## config.mk

```make
export PLATFORM = sky130hd
export DESIGN_NAME = axi_write_xbar
export DESIGN_NICKNAME = d
export VERILOG_FILES = /design/src/logic/xbar_route_pkg.sv /design/src/logic/axi_pkg.sv /design/src/logic/axi_write_xbar.sv /design/src/logic/b_route.sv /design/src/logic/w_route.sv /design/src/logic/aw_route.sv /design/src/logic/xbar_arbiter.sv
export VERILOG_INCLUDE_DIRS = /design/src /design/src/logic
export SDC_FILE = /design/constraint.sdc
export NUM_CORES = 1
export LEC_CHECK = 0
export BUFFER_PORTS_ARGS = -buffer_cell sky130_fd_sc_hd__buf_2
export CORE_AREA = 2 2 145 147
export CTS_CLUSTER_SIZE = 14
export DETAILED_ROUTE_END_ITERATION = 10
export DIE_AREA = 0 0 147 149
export GPL_TIMING_DRIVEN = 0
export PLACE_DENSITY = 0.5
export RECOVER_POWER = 100
export SLEW_MARGIN = 40
export SYNTH_ARGS = -nofsm -noshare
export SYNTH_HDL_FRONTEND = slang
export SYNTH_HIERARCHICAL = 1
export SYNTH_SLANG_ARGS = --single-unit
```

## constraint.sdc

```tcl
create_clock -name clk -period 4.2 [get_ports clk]
set_input_delay 0.21 -clock clk [delete_from_list [all_inputs] [get_ports clk]]
set_output_delay 0.21 -clock clk [all_outputs]
set_load 0.005 [all_outputs]
```

## src/logic/xbar_defs.svh

```systemverilog
`ifndef XBAR_DEFS_SVH
`define XBAR_DEFS_SVH

// crossbar size
`define XBAR_MASTER_NUM      2
`define XBAR_SLAVE_NUM       2

// bus widths
`define XBAR_ADDR_WIDTH      32
`define XBAR_DATA_WIDTH      32

// master side id, and the master number put in front of it
`define XBAR_ID_LEN          4
`define XBAR_EXTRA_ID_LEN    1

// outstanding AW per master waiting for W
`define XBAR_W_BUF_DEPTH     4

// address bit that picks the slave
`define XBAR_SEL_BIT         28

`endif
```

## src/logic/xbar_route_pkg.sv

```systemverilog
`default_nettype none

`include "xbar_defs.svh"

package xbar_route_pkg;

    // one-hot target choices
    typedef logic [`XBAR_SLAVE_NUM-1:0]  slave_sel_t;
    typedef logic [`XBAR_MASTER_NUM-1:0] master_sel_t;

    // sender that currently has highest priority at one target
    typedef enum logic [0:0] {
        PRIO_SENDER_0 = 1'b0,
        PRIO_SENDER_1 = 1'b1
    } prio_state_t;

endpackage

`default_nettype wire

```

## src/logic/axi_pkg.sv

```systemverilog
`default_nettype none

`include "xbar_defs.svh"

package axi_pkg;

    // master side fields
    typedef logic [`XBAR_ADDR_WIDTH-1:0]   addr_t;
    typedef logic [`XBAR_DATA_WIDTH-1:0]   data_t;
    typedef logic [`XBAR_DATA_WIDTH/8-1:0] strb_t;
    typedef logic [7:0]                    len_t;
    typedef logic [1:0]                    resp_t;
    typedef logic [`XBAR_ID_LEN-1:0]       id_t;

    // slave side id, master number in the top bits
    typedef logic [`XBAR_EXTRA_ID_LEN+`XBAR_ID_LEN-1:0] ext_id_t;

endpackage

`default_nettype wire

```

## src/logic/axi_write_xbar.sv

```systemverilog
`timescale 1ns/10ps
`default_nettype none

`include "xbar_defs.svh"

module axi_write_xbar
    import axi_pkg::*;
    import xbar_route_pkg::*;
(
    input  logic                                clk,
    input  logic                                rst,

    // masters
    input  logic        [`XBAR_MASTER_NUM-1:0]  m_awvalid,
    output logic        [`XBAR_MASTER_NUM-1:0]  m_awready,
    input  id_t         [`XBAR_MASTER_NUM-1:0]  m_awid,
    input  addr_t       [`XBAR_MASTER_NUM-1:0]  m_awaddr,
    input  len_t        [`XBAR_MASTER_NUM-1:0]  m_awlen,
    input  logic        [`XBAR_MASTER_NUM-1:0]  m_wvalid,
    output logic        [`XBAR_MASTER_NUM-1:0]  m_wready,
    input  data_t       [`XBAR_MASTER_NUM-1:0]  m_wdata,
    input  strb_t       [`XBAR_MASTER_NUM-1:0]  m_wstrb,
    input  logic        [`XBAR_MASTER_NUM-1:0]  m_wlast,
    output logic        [`XBAR_MASTER_NUM-1:0]  m_bvalid,
    input  logic        [`XBAR_MASTER_NUM-1:0]  m_bready,
    output id_t         [`XBAR_MASTER_NUM-1:0]  m_bid,
    output resp_t       [`XBAR_MASTER_NUM-1:0]  m_bresp,

    // slaves
    output logic        [`XBAR_SLAVE_NUM-1:0]   s_awvalid,
    input  logic        [`XBAR_SLAVE_NUM-1:0]   s_awready,
    output ext_id_t     [`XBAR_SLAVE_NUM-1:0]   s_awid,
    output addr_t       [`XBAR_SLAVE_NUM-1:0]   s_awaddr,
    output len_t        [`XBAR_SLAVE_NUM-1:0]   s_awlen,
    output logic        [`XBAR_SLAVE_NUM-1:0]   s_wvalid,
    input  logic        [`XBAR_SLAVE_NUM-1:0]   s_wready,
    output data_t       [`XBAR_SLAVE_NUM-1:0]   s_wdata,
    output strb_t       [`XBAR_SLAVE_NUM-1:0]   s_wstrb,
    output logic        [`XBAR_SLAVE_NUM-1:0]   s_wlast,
    input  logic        [`XBAR_SLAVE_NUM-1:0]   s_bvalid,
    output logic        [`XBAR_SLAVE_NUM-1:0]   s_bready,
    input  ext_id_t     [`XBAR_SLAVE_NUM-1:0]   s_bid,
    input  resp_t       [`XBAR_SLAVE_NUM-1:0]   s_bresp
);

    slave_sel_t  [`XBAR_MASTER_NUM-1:0] aw_req;
    slave_sel_t  [`XBAR_MASTER_NUM-1:0] aw_grant;
    slave_sel_t  [`XBAR_MASTER_NUM-1:0] aw_push_sel;
    slave_sel_t  [`XBAR_MASTER_NUM-1:0] w_req;
    slave_sel_t  [`XBAR_MASTER_NUM-1:0] w_grant;
    master_sel_t [`XBAR_SLAVE_NUM-1:0]  b_req;
    master_sel_t [`XBAR_SLAVE_NUM-1:0]  b_grant;
    logic        [`XBAR_MASTER_NUM-1:0] w_full;
    logic        [`XBAR_MASTER_NUM-1:0] aw_fire;
    logic        [`XBAR_MASTER_NUM-1:0] w_fire;
    logic        [`XBAR_SLAVE_NUM-1:0]  b_fire;

    assign aw_fire = m_awvalid & m_awready;
    // W pointer moves once per burst so bursts never interleave at a slave
    assign w_fire  = m_wvalid & m_wready & m_wlast;
    assign b_fire  = s_bvalid & s_bready;

    xbar_arbiter u_arbiter (
        .clk      (clk),
        .rst      (rst),
        .aw_req   (aw_req),
        .w_req    (w_req),
        .b_req    (b_req),
        .aw_fire  (aw_fire),
        .w_fire   (w_fire),
        .b_fire   (b_fire),
        .aw_grant (aw_grant),
        .w_grant  (w_grant),
        .b_grant  (b_grant)
    );

    aw_route u_aw_route (
        .m_awvalid   (m_awvalid),
        .m_awid      (m_awid),
        .m_awaddr    (m_awaddr),
        .m_awlen     (m_awlen),
        .s_awready   (s_awready),
        .aw_grant    (aw_grant),
        .w_full      (w_full),
        .aw_req      (aw_req),
        .aw_push_sel (aw_push_sel),
        .m_awready   (m_awready),
        .s_awvalid   (s_awvalid),
        .s_awid      (s_awid),
        .s_awaddr    (s_awaddr),
        .s_awlen     (s_awlen)
    );

    w_route u_w_route (
        .clk         (clk),
        .rst         (rst),
        .aw_push     (aw_fire),
        .aw_push_sel (aw_push_sel),
        .m_wvalid    (m_wvalid),
        .m_wdata     (m_wdata),
        .m_wstrb     (m_wstrb),
        .m_wlast     (m_wlast),
        .s_wready    (s_wready),
        .w_grant     (w_grant),
        .w_full      (w_full),
        .w_req       (w_req),
        .m_wready    (m_wready),
        .s_wvalid    (s_wvalid),
        .s_wdata     (s_wdata),
        .s_wstrb     (s_wstrb),
        .s_wlast     (s_wlast)
    );

    b_route u_b_route (
        .s_bvalid (s_bvalid),
        .s_bid    (s_bid),
        .s_bresp  (s_bresp),
        .m_bready (m_bready),
        .b_grant  (b_grant),
        .b_req    (b_req),
        .s_bready (s_bready),
        .m_bvalid (m_bvalid),
        .m_bid    (m_bid),
        .m_bresp  (m_bresp)
    );

endmodule

`default_nettype wire

```

## src/logic/b_route.sv

```systemverilog
`timescale 1ns/10ps
`default_nettype none

`include "xbar_defs.svh"

module b_route
    import axi_pkg::*;
    import xbar_route_pkg::*;
(
    input  logic        [`XBAR_SLAVE_NUM-1:0]   s_bvalid,
    input  ext_id_t     [`XBAR_SLAVE_NUM-1:0]   s_bid,
    input  resp_t       [`XBAR_SLAVE_NUM-1:0]   s_bresp,
    input  logic        [`XBAR_MASTER_NUM-1:0]  m_bready,
    input  master_sel_t [`XBAR_SLAVE_NUM-1:0]   b_grant,
    output master_sel_t [`XBAR_SLAVE_NUM-1:0]   b_req,
    output logic        [`XBAR_SLAVE_NUM-1:0]   s_bready,
    output logic        [`XBAR_MASTER_NUM-1:0]  m_bvalid,
    output id_t         [`XBAR_MASTER_NUM-1:0]  m_bid,
    output resp_t       [`XBAR_MASTER_NUM-1:0]  m_bresp
);

    logic [`XBAR_SLAVE_NUM-1:0][`XBAR_EXTRA_ID_LEN-1:0] bid_head;
    id_t  [`XBAR_SLAVE_NUM-1:0]                         bid_plain;

    for (genvar s = 0; s < `XBAR_SLAVE_NUM; s++) begin : g_slave
        // head names the master, rest is the master's own id
        assign {bid_head[s], bid_plain[s]} = s_bid[s];

        assign b_req[s] = s_bvalid[s] ? (master_sel_t'(1) << bid_head[s]) : '0;

        assign s_bready[s] = |(b_grant[s] & m_bready);
    end

    always_comb begin
        m_bvalid = '0;
        m_bid    = '0;
        m_bresp  = '0;
        for (int m = 0; m < `XBAR_MASTER_NUM; m++) begin
            for (int s = 0; s < `XBAR_SLAVE_NUM; s++) begin
                if (b_grant[s][m]) begin
                    m_bvalid[m] = s_bvalid[s];
                    m_bid[m]    = bid_plain[s];
                    m_bresp[m]  = s_bresp[s];
                end
            end
        end
    end

endmodule

`default_nettype wire

```

## src/logic/w_route.sv

```systemverilog
`timescale 1ns/10ps
`default_nettype none

`include "xbar_defs.svh"

module w_route
    import axi_pkg::*;
    import xbar_route_pkg::*;
(
    input  logic                                clk,
    input  logic                                rst,
    input  logic        [`XBAR_MASTER_NUM-1:0]  aw_push,
    input  slave_sel_t  [`XBAR_MASTER_NUM-1:0]  aw_push_sel,
    input  logic        [`XBAR_MASTER_NUM-1:0]  m_wvalid,
    input  data_t       [`XBAR_MASTER_NUM-1:0]  m_wdata,
    input  strb_t       [`XBAR_MASTER_NUM-1:0]  m_wstrb,
    input  logic        [`XBAR_MASTER_NUM-1:0]  m_wlast,
    input  logic        [`XBAR_SLAVE_NUM-1:0]   s_wready,
    input  slave_sel_t  [`XBAR_MASTER_NUM-1:0]  w_grant,
    output logic        [`XBAR_MASTER_NUM-1:0]  w_full,
    output slave_sel_t  [`XBAR_MASTER_NUM-1:0]  w_req,
    output logic        [`XBAR_MASTER_NUM-1:0]  m_wready,
    output logic        [`XBAR_SLAVE_NUM-1:0]   s_wvalid,
    output data_t       [`XBAR_SLAVE_NUM-1:0]   s_wdata,
    output strb_t       [`XBAR_SLAVE_NUM-1:0]   s_wstrb,
    output logic        [`XBAR_SLAVE_NUM-1:0]   s_wlast
);

    localparam int DEPTH = `XBAR_W_BUF_DEPTH;
    localparam int PTR_W = (DEPTH > 1) ? $clog2(DEPTH) : 1;
    localparam int CNT_W = $clog2(DEPTH + 1);

    logic [`XBAR_MASTER_NUM-1:0] pop;

    for (genvar m = 0; m < `XBAR_MASTER_NUM; m++) begin : g_queue
        // slaves of accepted AWs, oldest at rd_ptr
        slave_sel_t       order_mem [DEPTH];
        logic [PTR_W-1:0] wr_ptr;
        logic [PTR_W-1:0] rd_ptr;
        logic [CNT_W-1:0] count;

        assign m_wready[m] = |(w_grant[m] & s_wready);
        assign pop[m]      = m_wvalid[m] & m_wready[m] & m_wlast[m];
        assign w_full[m]   = (count == CNT_W'(DEPTH));
        assign w_req[m]    = (count != '0) ? order_mem[rd_ptr] : '0;

        always_ff @(posedge clk) begin
            if (aw_push[m])
                order_mem[wr_ptr] <= aw_push_sel[m];
        end

        always_ff @(posedge clk) begin
            if (rst) begin
                wr_ptr <= '0;
                rd_ptr <= '0;
                count  <= '0;
            end else begin
                if (aw_push[m])
                    wr_ptr <= (wr_ptr == PTR_W'(DEPTH - 1)) ? '0 : wr_ptr + 1'b1;
                if (pop[m])
                    rd_ptr <= (rd_ptr == PTR_W'(DEPTH - 1)) ? '0 : rd_ptr + 1'b1;
                case ({aw_push[m], pop[m]})
                    2'b10:   count <= count + 1'b1;
                    2'b01:   count <= count - 1'b1;
                    default: count <= count;
                endcase
            end
        end
    end

    // granted master's beat to each slave
    always_comb begin
        s_wvalid = '0;
        s_wdata  = '0;
        s_wstrb  = '0;
        s_wlast  = '0;
        for (int s = 0; s < `XBAR_SLAVE_NUM; s++) begin
            for (int m = 0; m < `XBAR_MASTER_NUM; m++) begin
                if (w_grant[m][s]) begin
                    s_wvalid[s] = m_wvalid[m];
                    s_wdata[s]  = m_wdata[m];
                    s_wstrb[s]  = m_wstrb[m];
                    s_wlast[s]  = m_wlast[m];
                end
            end
        end
    end

endmodule

`default_nettype wire

```

## src/logic/aw_route.sv

```systemverilog
`timescale 1ns/10ps
`default_nettype none

`include "xbar_defs.svh"

module aw_route
    import axi_pkg::*;
    import xbar_route_pkg::*;
(
    input  logic        [`XBAR_MASTER_NUM-1:0]  m_awvalid,
    input  id_t         [`XBAR_MASTER_NUM-1:0]  m_awid,
    input  addr_t       [`XBAR_MASTER_NUM-1:0]  m_awaddr,
    input  len_t        [`XBAR_MASTER_NUM-1:0]  m_awlen,
    input  logic        [`XBAR_SLAVE_NUM-1:0]   s_awready,
    input  slave_sel_t  [`XBAR_MASTER_NUM-1:0]  aw_grant,
    input  logic        [`XBAR_MASTER_NUM-1:0]  w_full,
    output slave_sel_t  [`XBAR_MASTER_NUM-1:0]  aw_req,
    output slave_sel_t  [`XBAR_MASTER_NUM-1:0]  aw_push_sel,
    output logic        [`XBAR_MASTER_NUM-1:0]  m_awready,
    output logic        [`XBAR_SLAVE_NUM-1:0]   s_awvalid,
    output ext_id_t     [`XBAR_SLAVE_NUM-1:0]   s_awid,
    output addr_t       [`XBAR_SLAVE_NUM-1:0]   s_awaddr,
    output len_t        [`XBAR_SLAVE_NUM-1:0]   s_awlen
);

    ext_id_t [`XBAR_MASTER_NUM-1:0] awid_ext;

    for (genvar m = 0; m < `XBAR_MASTER_NUM; m++) begin : g_master
        localparam logic [`XBAR_EXTRA_ID_LEN-1:0] MASTER_HEAD = (`XBAR_EXTRA_ID_LEN)'(m);

        // address decode, one slave per region
        assign aw_push_sel[m] = slave_sel_t'(1) << m_awaddr[m][`XBAR_SEL_BIT];

        // no request while the W order queue has no room
        assign aw_req[m] = (m_awvalid[m] && !w_full[m]) ? aw_push_sel[m] : '0;

        assign awid_ext[m] = {MASTER_HEAD, m_awid[m]};

        assign m_awready[m] = |(aw_grant[m] & s_awready);
    end

    // granted master drives each slave
    always_comb begin
        s_awvalid = '0;
        s_awid    = '0;
        s_awaddr  = '0;
        s_awlen   = '0;
        for (int s = 0; s < `XBAR_SLAVE_NUM; s++) begin
            for (int m = 0; m < `XBAR_MASTER_NUM; m++) begin
                if (aw_grant[m][s]) begin
                    s_awvalid[s] = m_awvalid[m];
                    s_awid[s]    = awid_ext[m];
                    s_awaddr[s]  = m_awaddr[m];
                    s_awlen[s]   = m_awlen[m];
                end
            end
        end
    end

endmodule

`default_nettype wire

```

## src/logic/xbar_arbiter.sv

```systemverilog
`timescale 1ns/10ps
`default_nettype none

`include "xbar_defs.svh"

module xbar_arbiter
    import xbar_route_pkg::*;
(
    input  logic                                clk,
    input  logic                                rst,
    input  slave_sel_t  [`XBAR_MASTER_NUM-1:0]  aw_req,
    input  slave_sel_t  [`XBAR_MASTER_NUM-1:0]  w_req,
    input  master_sel_t [`XBAR_SLAVE_NUM-1:0]   b_req,
    input  logic        [`XBAR_MASTER_NUM-1:0]  aw_fire,
    input  logic        [`XBAR_MASTER_NUM-1:0]  w_fire,
    input  logic        [`XBAR_SLAVE_NUM-1:0]   b_fire,
    output slave_sel_t  [`XBAR_MASTER_NUM-1:0]  aw_grant,
    output slave_sel_t  [`XBAR_MASTER_NUM-1:0]  w_grant,
    output master_sel_t [`XBAR_SLAVE_NUM-1:0]   b_grant
);

    localparam int MASTER_NUM = `XBAR_MASTER_NUM;
    localparam int SLAVE_NUM  = `XBAR_SLAVE_NUM;
    localparam int SEND_MAX   = (MASTER_NUM > SLAVE_NUM) ? MASTER_NUM : SLAVE_NUM;

    typedef logic [SEND_MAX-1:0] send_vec_t;

    // one pointer per target: slaves for AW and W, masters for B
    prio_state_t aw_ptr [SLAVE_NUM];
    prio_state_t w_ptr  [SLAVE_NUM];
    prio_state_t b_ptr  [MASTER_NUM];

    // first requester at or above the pointer, wrapping at n
    function automatic send_vec_t rr_pick(input send_vec_t req, input prio_state_t ptr,
                                          input int n);
        send_vec_t gnt;
        int        idx;
        gnt = '0;
        for (int k = 0; k < SEND_MAX; k++) begin
            idx = int'(ptr) + k;
            if (idx >= n)
                idx = idx - n;
            if (k < n && gnt == '0 && req[idx])
                gnt[idx] = 1'b1;
        end
        return gnt;
    endfunction

    function automatic prio_state_t next_prio(input int k, input int n);
        return (k + 1 == n) ? PRIO_SENDER_0 : prio_state_t'(k + 1);
    endfunction

    always_comb begin
        send_vec_t col;
        send_vec_t gnt;
        aw_grant = '0;
        w_grant  = '0;
        b_grant  = '0;
        for (int s = 0; s < SLAVE_NUM; s++) begin
            col = '0;
            for (int m = 0; m < MASTER_NUM; m++)
                col[m] = aw_req[m][s];
            gnt = rr_pick(col, aw_ptr[s], MASTER_NUM);
            for (int m = 0; m < MASTER_NUM; m++)
                aw_grant[m][s] = gnt[m];

            col = '0;
            for (int m = 0; m < MASTER_NUM; m++)
                col[m] = w_req[m][s];
            gnt = rr_pick(col, w_ptr[s], MASTER_NUM);
            for (int m = 0; m < MASTER_NUM; m++)
                w_grant[m][s] = gnt[m];
        end
        // slaves compete for each master on B
        for (int m = 0; m < MASTER_NUM; m++) begin
            col = '0;
            for (int s = 0; s < SLAVE_NUM; s++)
                col[s] = b_req[s][m];
            gnt = rr_pick(col, b_ptr[m], SLAVE_NUM);
            for (int s = 0; s < SLAVE_NUM; s++)
                b_grant[s][m] = gnt[s];
        end
    end

    always_ff @(posedge clk) begin
        if (rst) begin
            for (int s = 0; s < SLAVE_NUM; s++) begin
                aw_ptr[s] <= PRIO_SENDER_0;
                w_ptr[s]  <= PRIO_SENDER_0;
            end
            for (int m = 0; m < MASTER_NUM; m++)
                b_ptr[m] <= PRIO_SENDER_0;
        end else begin
            for (int s = 0; s < SLAVE_NUM; s++) begin
                for (int m = 0; m < MASTER_NUM; m++) begin
                    if (aw_fire[m] && aw_grant[m][s])
                        aw_ptr[s] <= next_prio(m, MASTER_NUM);
                    if (w_fire[m] && w_grant[m][s])
                        w_ptr[s] <= next_prio(m, MASTER_NUM);
                end
            end
            for (int m = 0; m < MASTER_NUM; m++) begin
                for (int s = 0; s < SLAVE_NUM; s++) begin
                    if (b_fire[s] && b_grant[s][m])
                        b_ptr[m] <= next_prio(s, SLAVE_NUM);
                end
            end
        end
    end

endmodule

`default_nettype wire

```

# [Word level (Yosys, flattened, before mapping)]
# Memory sizes are Yosys's and may differ from the RTL's. A register that Yosys moved wholly into a read port is not among the register bits.
# Index checks and enable logic that the tools add are counted.
[classes] addsub=26 order_cmp=36 n_eq_ne=10 shifts=4 mux=198 bitwise=32 reduce_logical=50
[ops] cell="32-bit two-way mux" n=20
[ops] cell="32-bit by 1-bit >= comparator with 1-bit output, second input constant" n=12
[ops] cell="32-bit by 3-bit less-than comparator with 1-bit output, second input constant" n=12
[ops] cell="32-bit by 3-bit >= comparator with 1-bit output, second input constant" n=6
[ops] cell="32-bit by 3-bit subtractor with 32-bit output, second input constant" n=6
[ops] cell="1-bit two-way mux" n=118
[ops] cell="2-bit two-way mux" n=30
[ops] cell="4-bit two-way mux" n=10
[ops] cell="1-bit logical AND" n=32
[ops] cell="8-bit two-way mux" n=4
[ops] cell="2-bit bitwise AND" n=10
[ops] cell="1-bit by 2-bit subtractor with 3-bit output, second input constant" n=6
[ops] cell="1-bit by 1-bit adder with 2-bit output, second input constant" n=6
[ops] cell="1-bit demux with 1-bit select" n=12
[ops] cell="2-bit equality test, second input constant" n=6
[ops] cell="1-bit by 2-bit >= comparator with 1-bit output, second input constant" n=6
[ops] cell="2-bit logical NOT" n=6
[ops] cell="1-bit OR" n=12
[ops] cell="2-bit OR" n=6
[ops] cell="3-bit case mux with 2 select lines" n=2
[ops] cell="2-bit OR reduction" n=6
[ops] cell="5-bit two-way mux" n=2
[ops] cell="2-bit by 1-bit adder with 2-bit output, second input constant" n=4
[ops] cell="1-bit by 1-bit << shifter with 2-bit output, first input constant" n=4
[ops] cell="other kinds (8)" n=18
[totals] register_bits=14 ram_bits=22 input_bits=190 output_inout_bits=188 wordCells=367 n_memories=5
[mem_list] memory="u_w_route.g_queue[0].order_mem" depth=4 width=2 rd=1 rd_clocked_by_memory_dff=1 wr=1 line_no="w_route.sv:37" text="slave_sel_t order_mem [DEPTH];"
[mem_list] memory="u_w_route.g_queue[1].order_mem" depth=4 width=2 rd=1 rd_clocked_by_memory_dff=1 wr=1 line_no="w_route.sv:37"
[mem_list] memory="u_arbiter.aw_ptr" depth=2 width=1 rd=2 rd_clocked_by_memory_dff=0 wr=2 line_no="xbar_arbiter.sv:29" text="prio_state_t aw_ptr [SLAVE_NUM];"
[mem_list] memory="u_arbiter.b_ptr" depth=2 width=1 rd=2 rd_clocked_by_memory_dff=0 wr=2 line_no="xbar_arbiter.sv:31" text="prio_state_t b_ptr [MASTER_NUM];"
[mem_list] memory="u_arbiter.w_ptr" depth=2 width=1 rd=2 rd_clocked_by_memory_dff=0 wr=2 line_no="xbar_arbiter.sv:30" text="prio_state_t w_ptr [SLAVE_NUM];"

# [Depth between registers and ports, before layout]
# An unclocked memory read counts as a cell.
[depth] ltp_word=21 mapped_depth=15

# [Modules after synthesis]
# Netlist, hierarchy kept.
[by_module_without_submodules] module="w_route" n_inst=1 cells_each=295 area_each_um2=2478.6 seq_area_each_um2=840.8
[by_module_without_submodules] module="aw_route" n_inst=1 cells_each=217 area_each_um2=1287.5 seq_area_each_um2=0.0
[by_module_without_submodules] module="xbar_arbiter" n_inst=1 cells_each=43 area_each_um2=420.4 seq_area_each_um2=150.1
[by_module_without_submodules] module="b_route" n_inst=1 cells_each=36 area_each_um2=230.2 seq_area_each_um2=0.0
[by_module_without_submodules] module="axi_write_xbar" n_inst=1 cells_each=6 area_each_um2=37.5 seq_area_each_um2=0.0

# [Worst setup path after synthesis]
# Ideal clock, no wire load.
[synth_path] path_kind="reg2reg" from="register u_w_route.g_queue[0].count[0]" to="register u_w_route.g_queue[1].count[2]" setup_time_ns=0.071 t_arrival_ns=2.908 t_required_ns=4.129 setup_slack_ns=1.222 stages_incl_launch_ff=16 n_path_buf=2 period_less_slack_ns=2.978 path_cell_list="dfxtp_1 -> inv_1 -> and3_1 -> nor3b_1 -> a21boi_0 -> buf_2 -> buf_4 -> a22o_1 -> and2_1 -> inv_1 -> ha_1 -> inv_1 -> fa_1 -> xor2_1 -> or3_1 -> a21oi_1"
[synth_rtl] element="from (decl)" line_no="w_route.sv:40" text="logic [CNT_W-1:0] count;"
[synth_rtl] element="from (signal assigned)" line_no="w_route.sv:63" text="2'b10: count <= count + 1'b1;"
[synth_rtl] element="from (signal assigned)" line_no="w_route.sv:64" text="2'b01: count <= count - 1'b1;"
[synth_rtl] element="from (signal assigned)" line_no="w_route.sv:65" text="default: count <= count;"
[synth_rtl] element="to (signal assigned)" line_no="w_route.sv:63"
[synth_rtl] element="to (signal assigned)" line_no="w_route.sv:64"
[synth_rtl] element="to (signal assigned)" line_no="w_route.sv:65"
[synth_rtl] element="to (decl)" line_no="w_route.sv:40"

==> impl_metrics.ini <==
[status]
status = finished, final reports clean

[synth]
avgSynthCellArea_um2 = 7.46
ys_seq_area_share_pct = 22.2
syn_inst = 597
syn_nets = 801
netlist_area_um2 = 4450
synth_seq_cells = 40
yosysUniqueCellTypes = 39
ys_warn_count = 6

[routing]
postRouteAntennaNets = 0
drt_wl_total_um = 21900
vias_per_cell = 4.73
drc = 0
drt_iter0_markers = 216
post_drt_wl_per_cell_um = 17.4
vias = 5953
drt_first_pass_iters = 5

[finish]
syn2layout_area_growth_pct = 48.7
multiInputGateArea_um2 = 2980
num-fill-cells = 2365
drive_gt1_share_pct = 31.5
layout_commonest_cell = buf_2
layout_common_cells = buf_2 (276), nand2_1 (170), clkbuf_1 (140)
final_cells = 1258
register_area_um2 = 991
fin_nets = 1184

[critical_path]
crit_type = reg -> out
endpoint_kind = primary output
timing.critical_path.fanout_max = 10
r2r_slack_ns = 0.53
required_ns = 3.99
worstPathArrival_ns = 3.48
worstSetupStartpointType = flop

[cts]
clockBufferDepth = 2
post-cts-setup-buffers = 0
path_clk_slew_ns = 0.06
cts_tree = done
cts_hold_buf = 0
clock-sinks = 40
clkLatencyLatePin_ns = 0.28
cts-root-buf = clkbuf_16
post_cts_resized = 0
htree_levels = 2
numCtsBuffers = 5

[grt]
first_global_vias = 5763
grt_max_degree = 14
antenna_found_initial = 3
overflow = 0
track_usage_pct = 18.3
grt_pass1_wl_um = 31700

[floorplanning]
die_h_um = 149
core_area_um2 = 20600
initial_core_util_pct = 21.7
die-area_um2 = 21900
io_pins = 378
die_w_um = 147
row_count = 53

[timing]
fin_skew_ns = 0.00507
relSlewSlack_pct = 41.3
tightest_slew_ns = 0.873
rsz0062_at_grt = no
setup_viol = 0
post-route-period-util_pct = 87.8
maxSlewViolCount = 0
hold_viol = 0
fmax_ghz = 0.271
tns_ns = 0
period_minus_slack_ns = 3.69

[placement]
dp_hpwl_um = 18700
gpl.final_weighted_congestion = 0.851
dp.cells = 1248
io_buffers = 376

[hold_path]
min-delay-start = s_bid[9]
min_path_type = in -> reg

[power_and_ir_drop]
p_leak_nw = 2.94
irDropWorstVdd_mv = 0.164
p_per_area_nw_per_um2 = 208

[job]
maxCapViolations = 0
## cells by family after synthesis
kind of cell / share of synthesized area, %
buffers and inverters: 10.1
AOI/OAI and AO/OA: 33.7
DFF: 22.2
muxes: 3.60
xor gates and xnor gates: 0.786
adders and majority gates: 4.27
and+or+nand+nor: 25.3
## metal layers
metal	track usage (%)	part of all wire (%)	vias up	wire [um]
met3	4.50	8.3	25	1810
met5	0	0.059	-	13
li1	-	-	2897	-
met4	4.95	2.1	2	454
met2	37.7	55	267	12000
met1	18.1	35	2762	7630
## sequential cells by signal, summed over array words and instances, names as in the netlist, named ones only
name / cells
u_arbiter/b_ptr: 2
u_w_route/g_queue.order_mem: 16
u_w_route/g_queue.wr_ptr: 4
u_arbiter/aw_ptr: 2
u_w_route/g_queue.count: 6
u_w_route/g_queue.rd_ptr: 4
u_arbiter/w_ptr: 2
## power by group
part           internal [mW]  switching [mW]
combinational          0.236           0.293
clock                  0.279           0.151
sequential             0.416         0.00552
## final timing paths
| kind | endpoint | depth (start not counted) |
|---|---|---|
| setup / recovery | s_wdata[25] | 8 |
| hold / removal | u_arbiter/b_ptr[1]$_SDFFE_PP0P_ | 3 |
| setup reg to reg | u_w_route/g_queue[0].count[2]$_SDFFE_PP0P_ | 11 |
| hold reg to reg | u_arbiter/b_ptr[1]$_SDFFE_PP0P_ | 1 |
## stage by stage
stage / cell area, um^2 / setup WS (ns) / util [%] / power [mW] / hold slack, ns
2_1_floorplan: 4450 / 1.22 / - / 0.681 / 0.406
3_3_place_gp: 6680 / 0.781 / 32.5 / 0.986 / 0.491
3_5_place_dp: 6680 / 0.770 / 32.5 / 0.988 / 0.496
4_1_cts: 6850 / 0.748 / 33.3 / 1.43 / 0.300
5_1_grt: 6620 / 0.219 / 32.2 / 1.46 / 0.335
6_report: 6620 / 0.511 / 32.2 / 1.38 / 0.307
## worst max-delay path: stages, from the launching register on
cell	delay (ns)
dfxtp_1	0.39
mux4_2	0.50
nor2b_1	0.17
a21boi_0	0.70
nor2b_1	0.21
clkbuf_1	0.38
clkbuf_1	0.46
a22o_1	0.25
clkbuf_1	0.13
## area by class of cell
type / instances / share of cell area, %
multi-input cells: 485 / 44.9
flip-flops and latches: 40 / 15.0
well taps: 275 / 5.20
clock inverters: 3 / 0.642
diodes: 2 / 0.0756
inverters: 17 / 0.964
repair buffers: 376 / 26.4
plain buffers: 55 / 4.91
clock buffers: 5 / 1.89
## synth_stat cells (all sizes together)
cell type / count / area share [%]
or3: 2 / 0.28
mux4: 4 / 2.0
edfxtp: 19 / 13
xor2: 4 / 0.79
nand2: 170 / 14
mux2: 2 / 0.67
a211o: 3 / 0.59
nor3b: 6 / 1.0
dfxtp: 21 / 9.4
clkbuf: 18 / 1.5
dlymetal6s2s: 2 / 0.56
and2b: 1 / 0.22
nor3: 7 / 1.0
a22o: 101 / 20
inv: 17 / 1.4
mux2i: 4 / 0.90
a21boi: 9 / 1.5
nand2b: 7 / 1.2
a21oi: 9 / 1.0
o21ai: 90 / 10
ha: 12 / 3.4
fa: 2 / 0.90
nor2b: 13 / 2.2
nor2: 10 / 0.84
and3: 9 / 1.8
buf: 35 / 6.6
a311oi: 3 / 0.59
and2: 17 / 2.4
No activity file was read; power rests on OpenSTA's default activity.
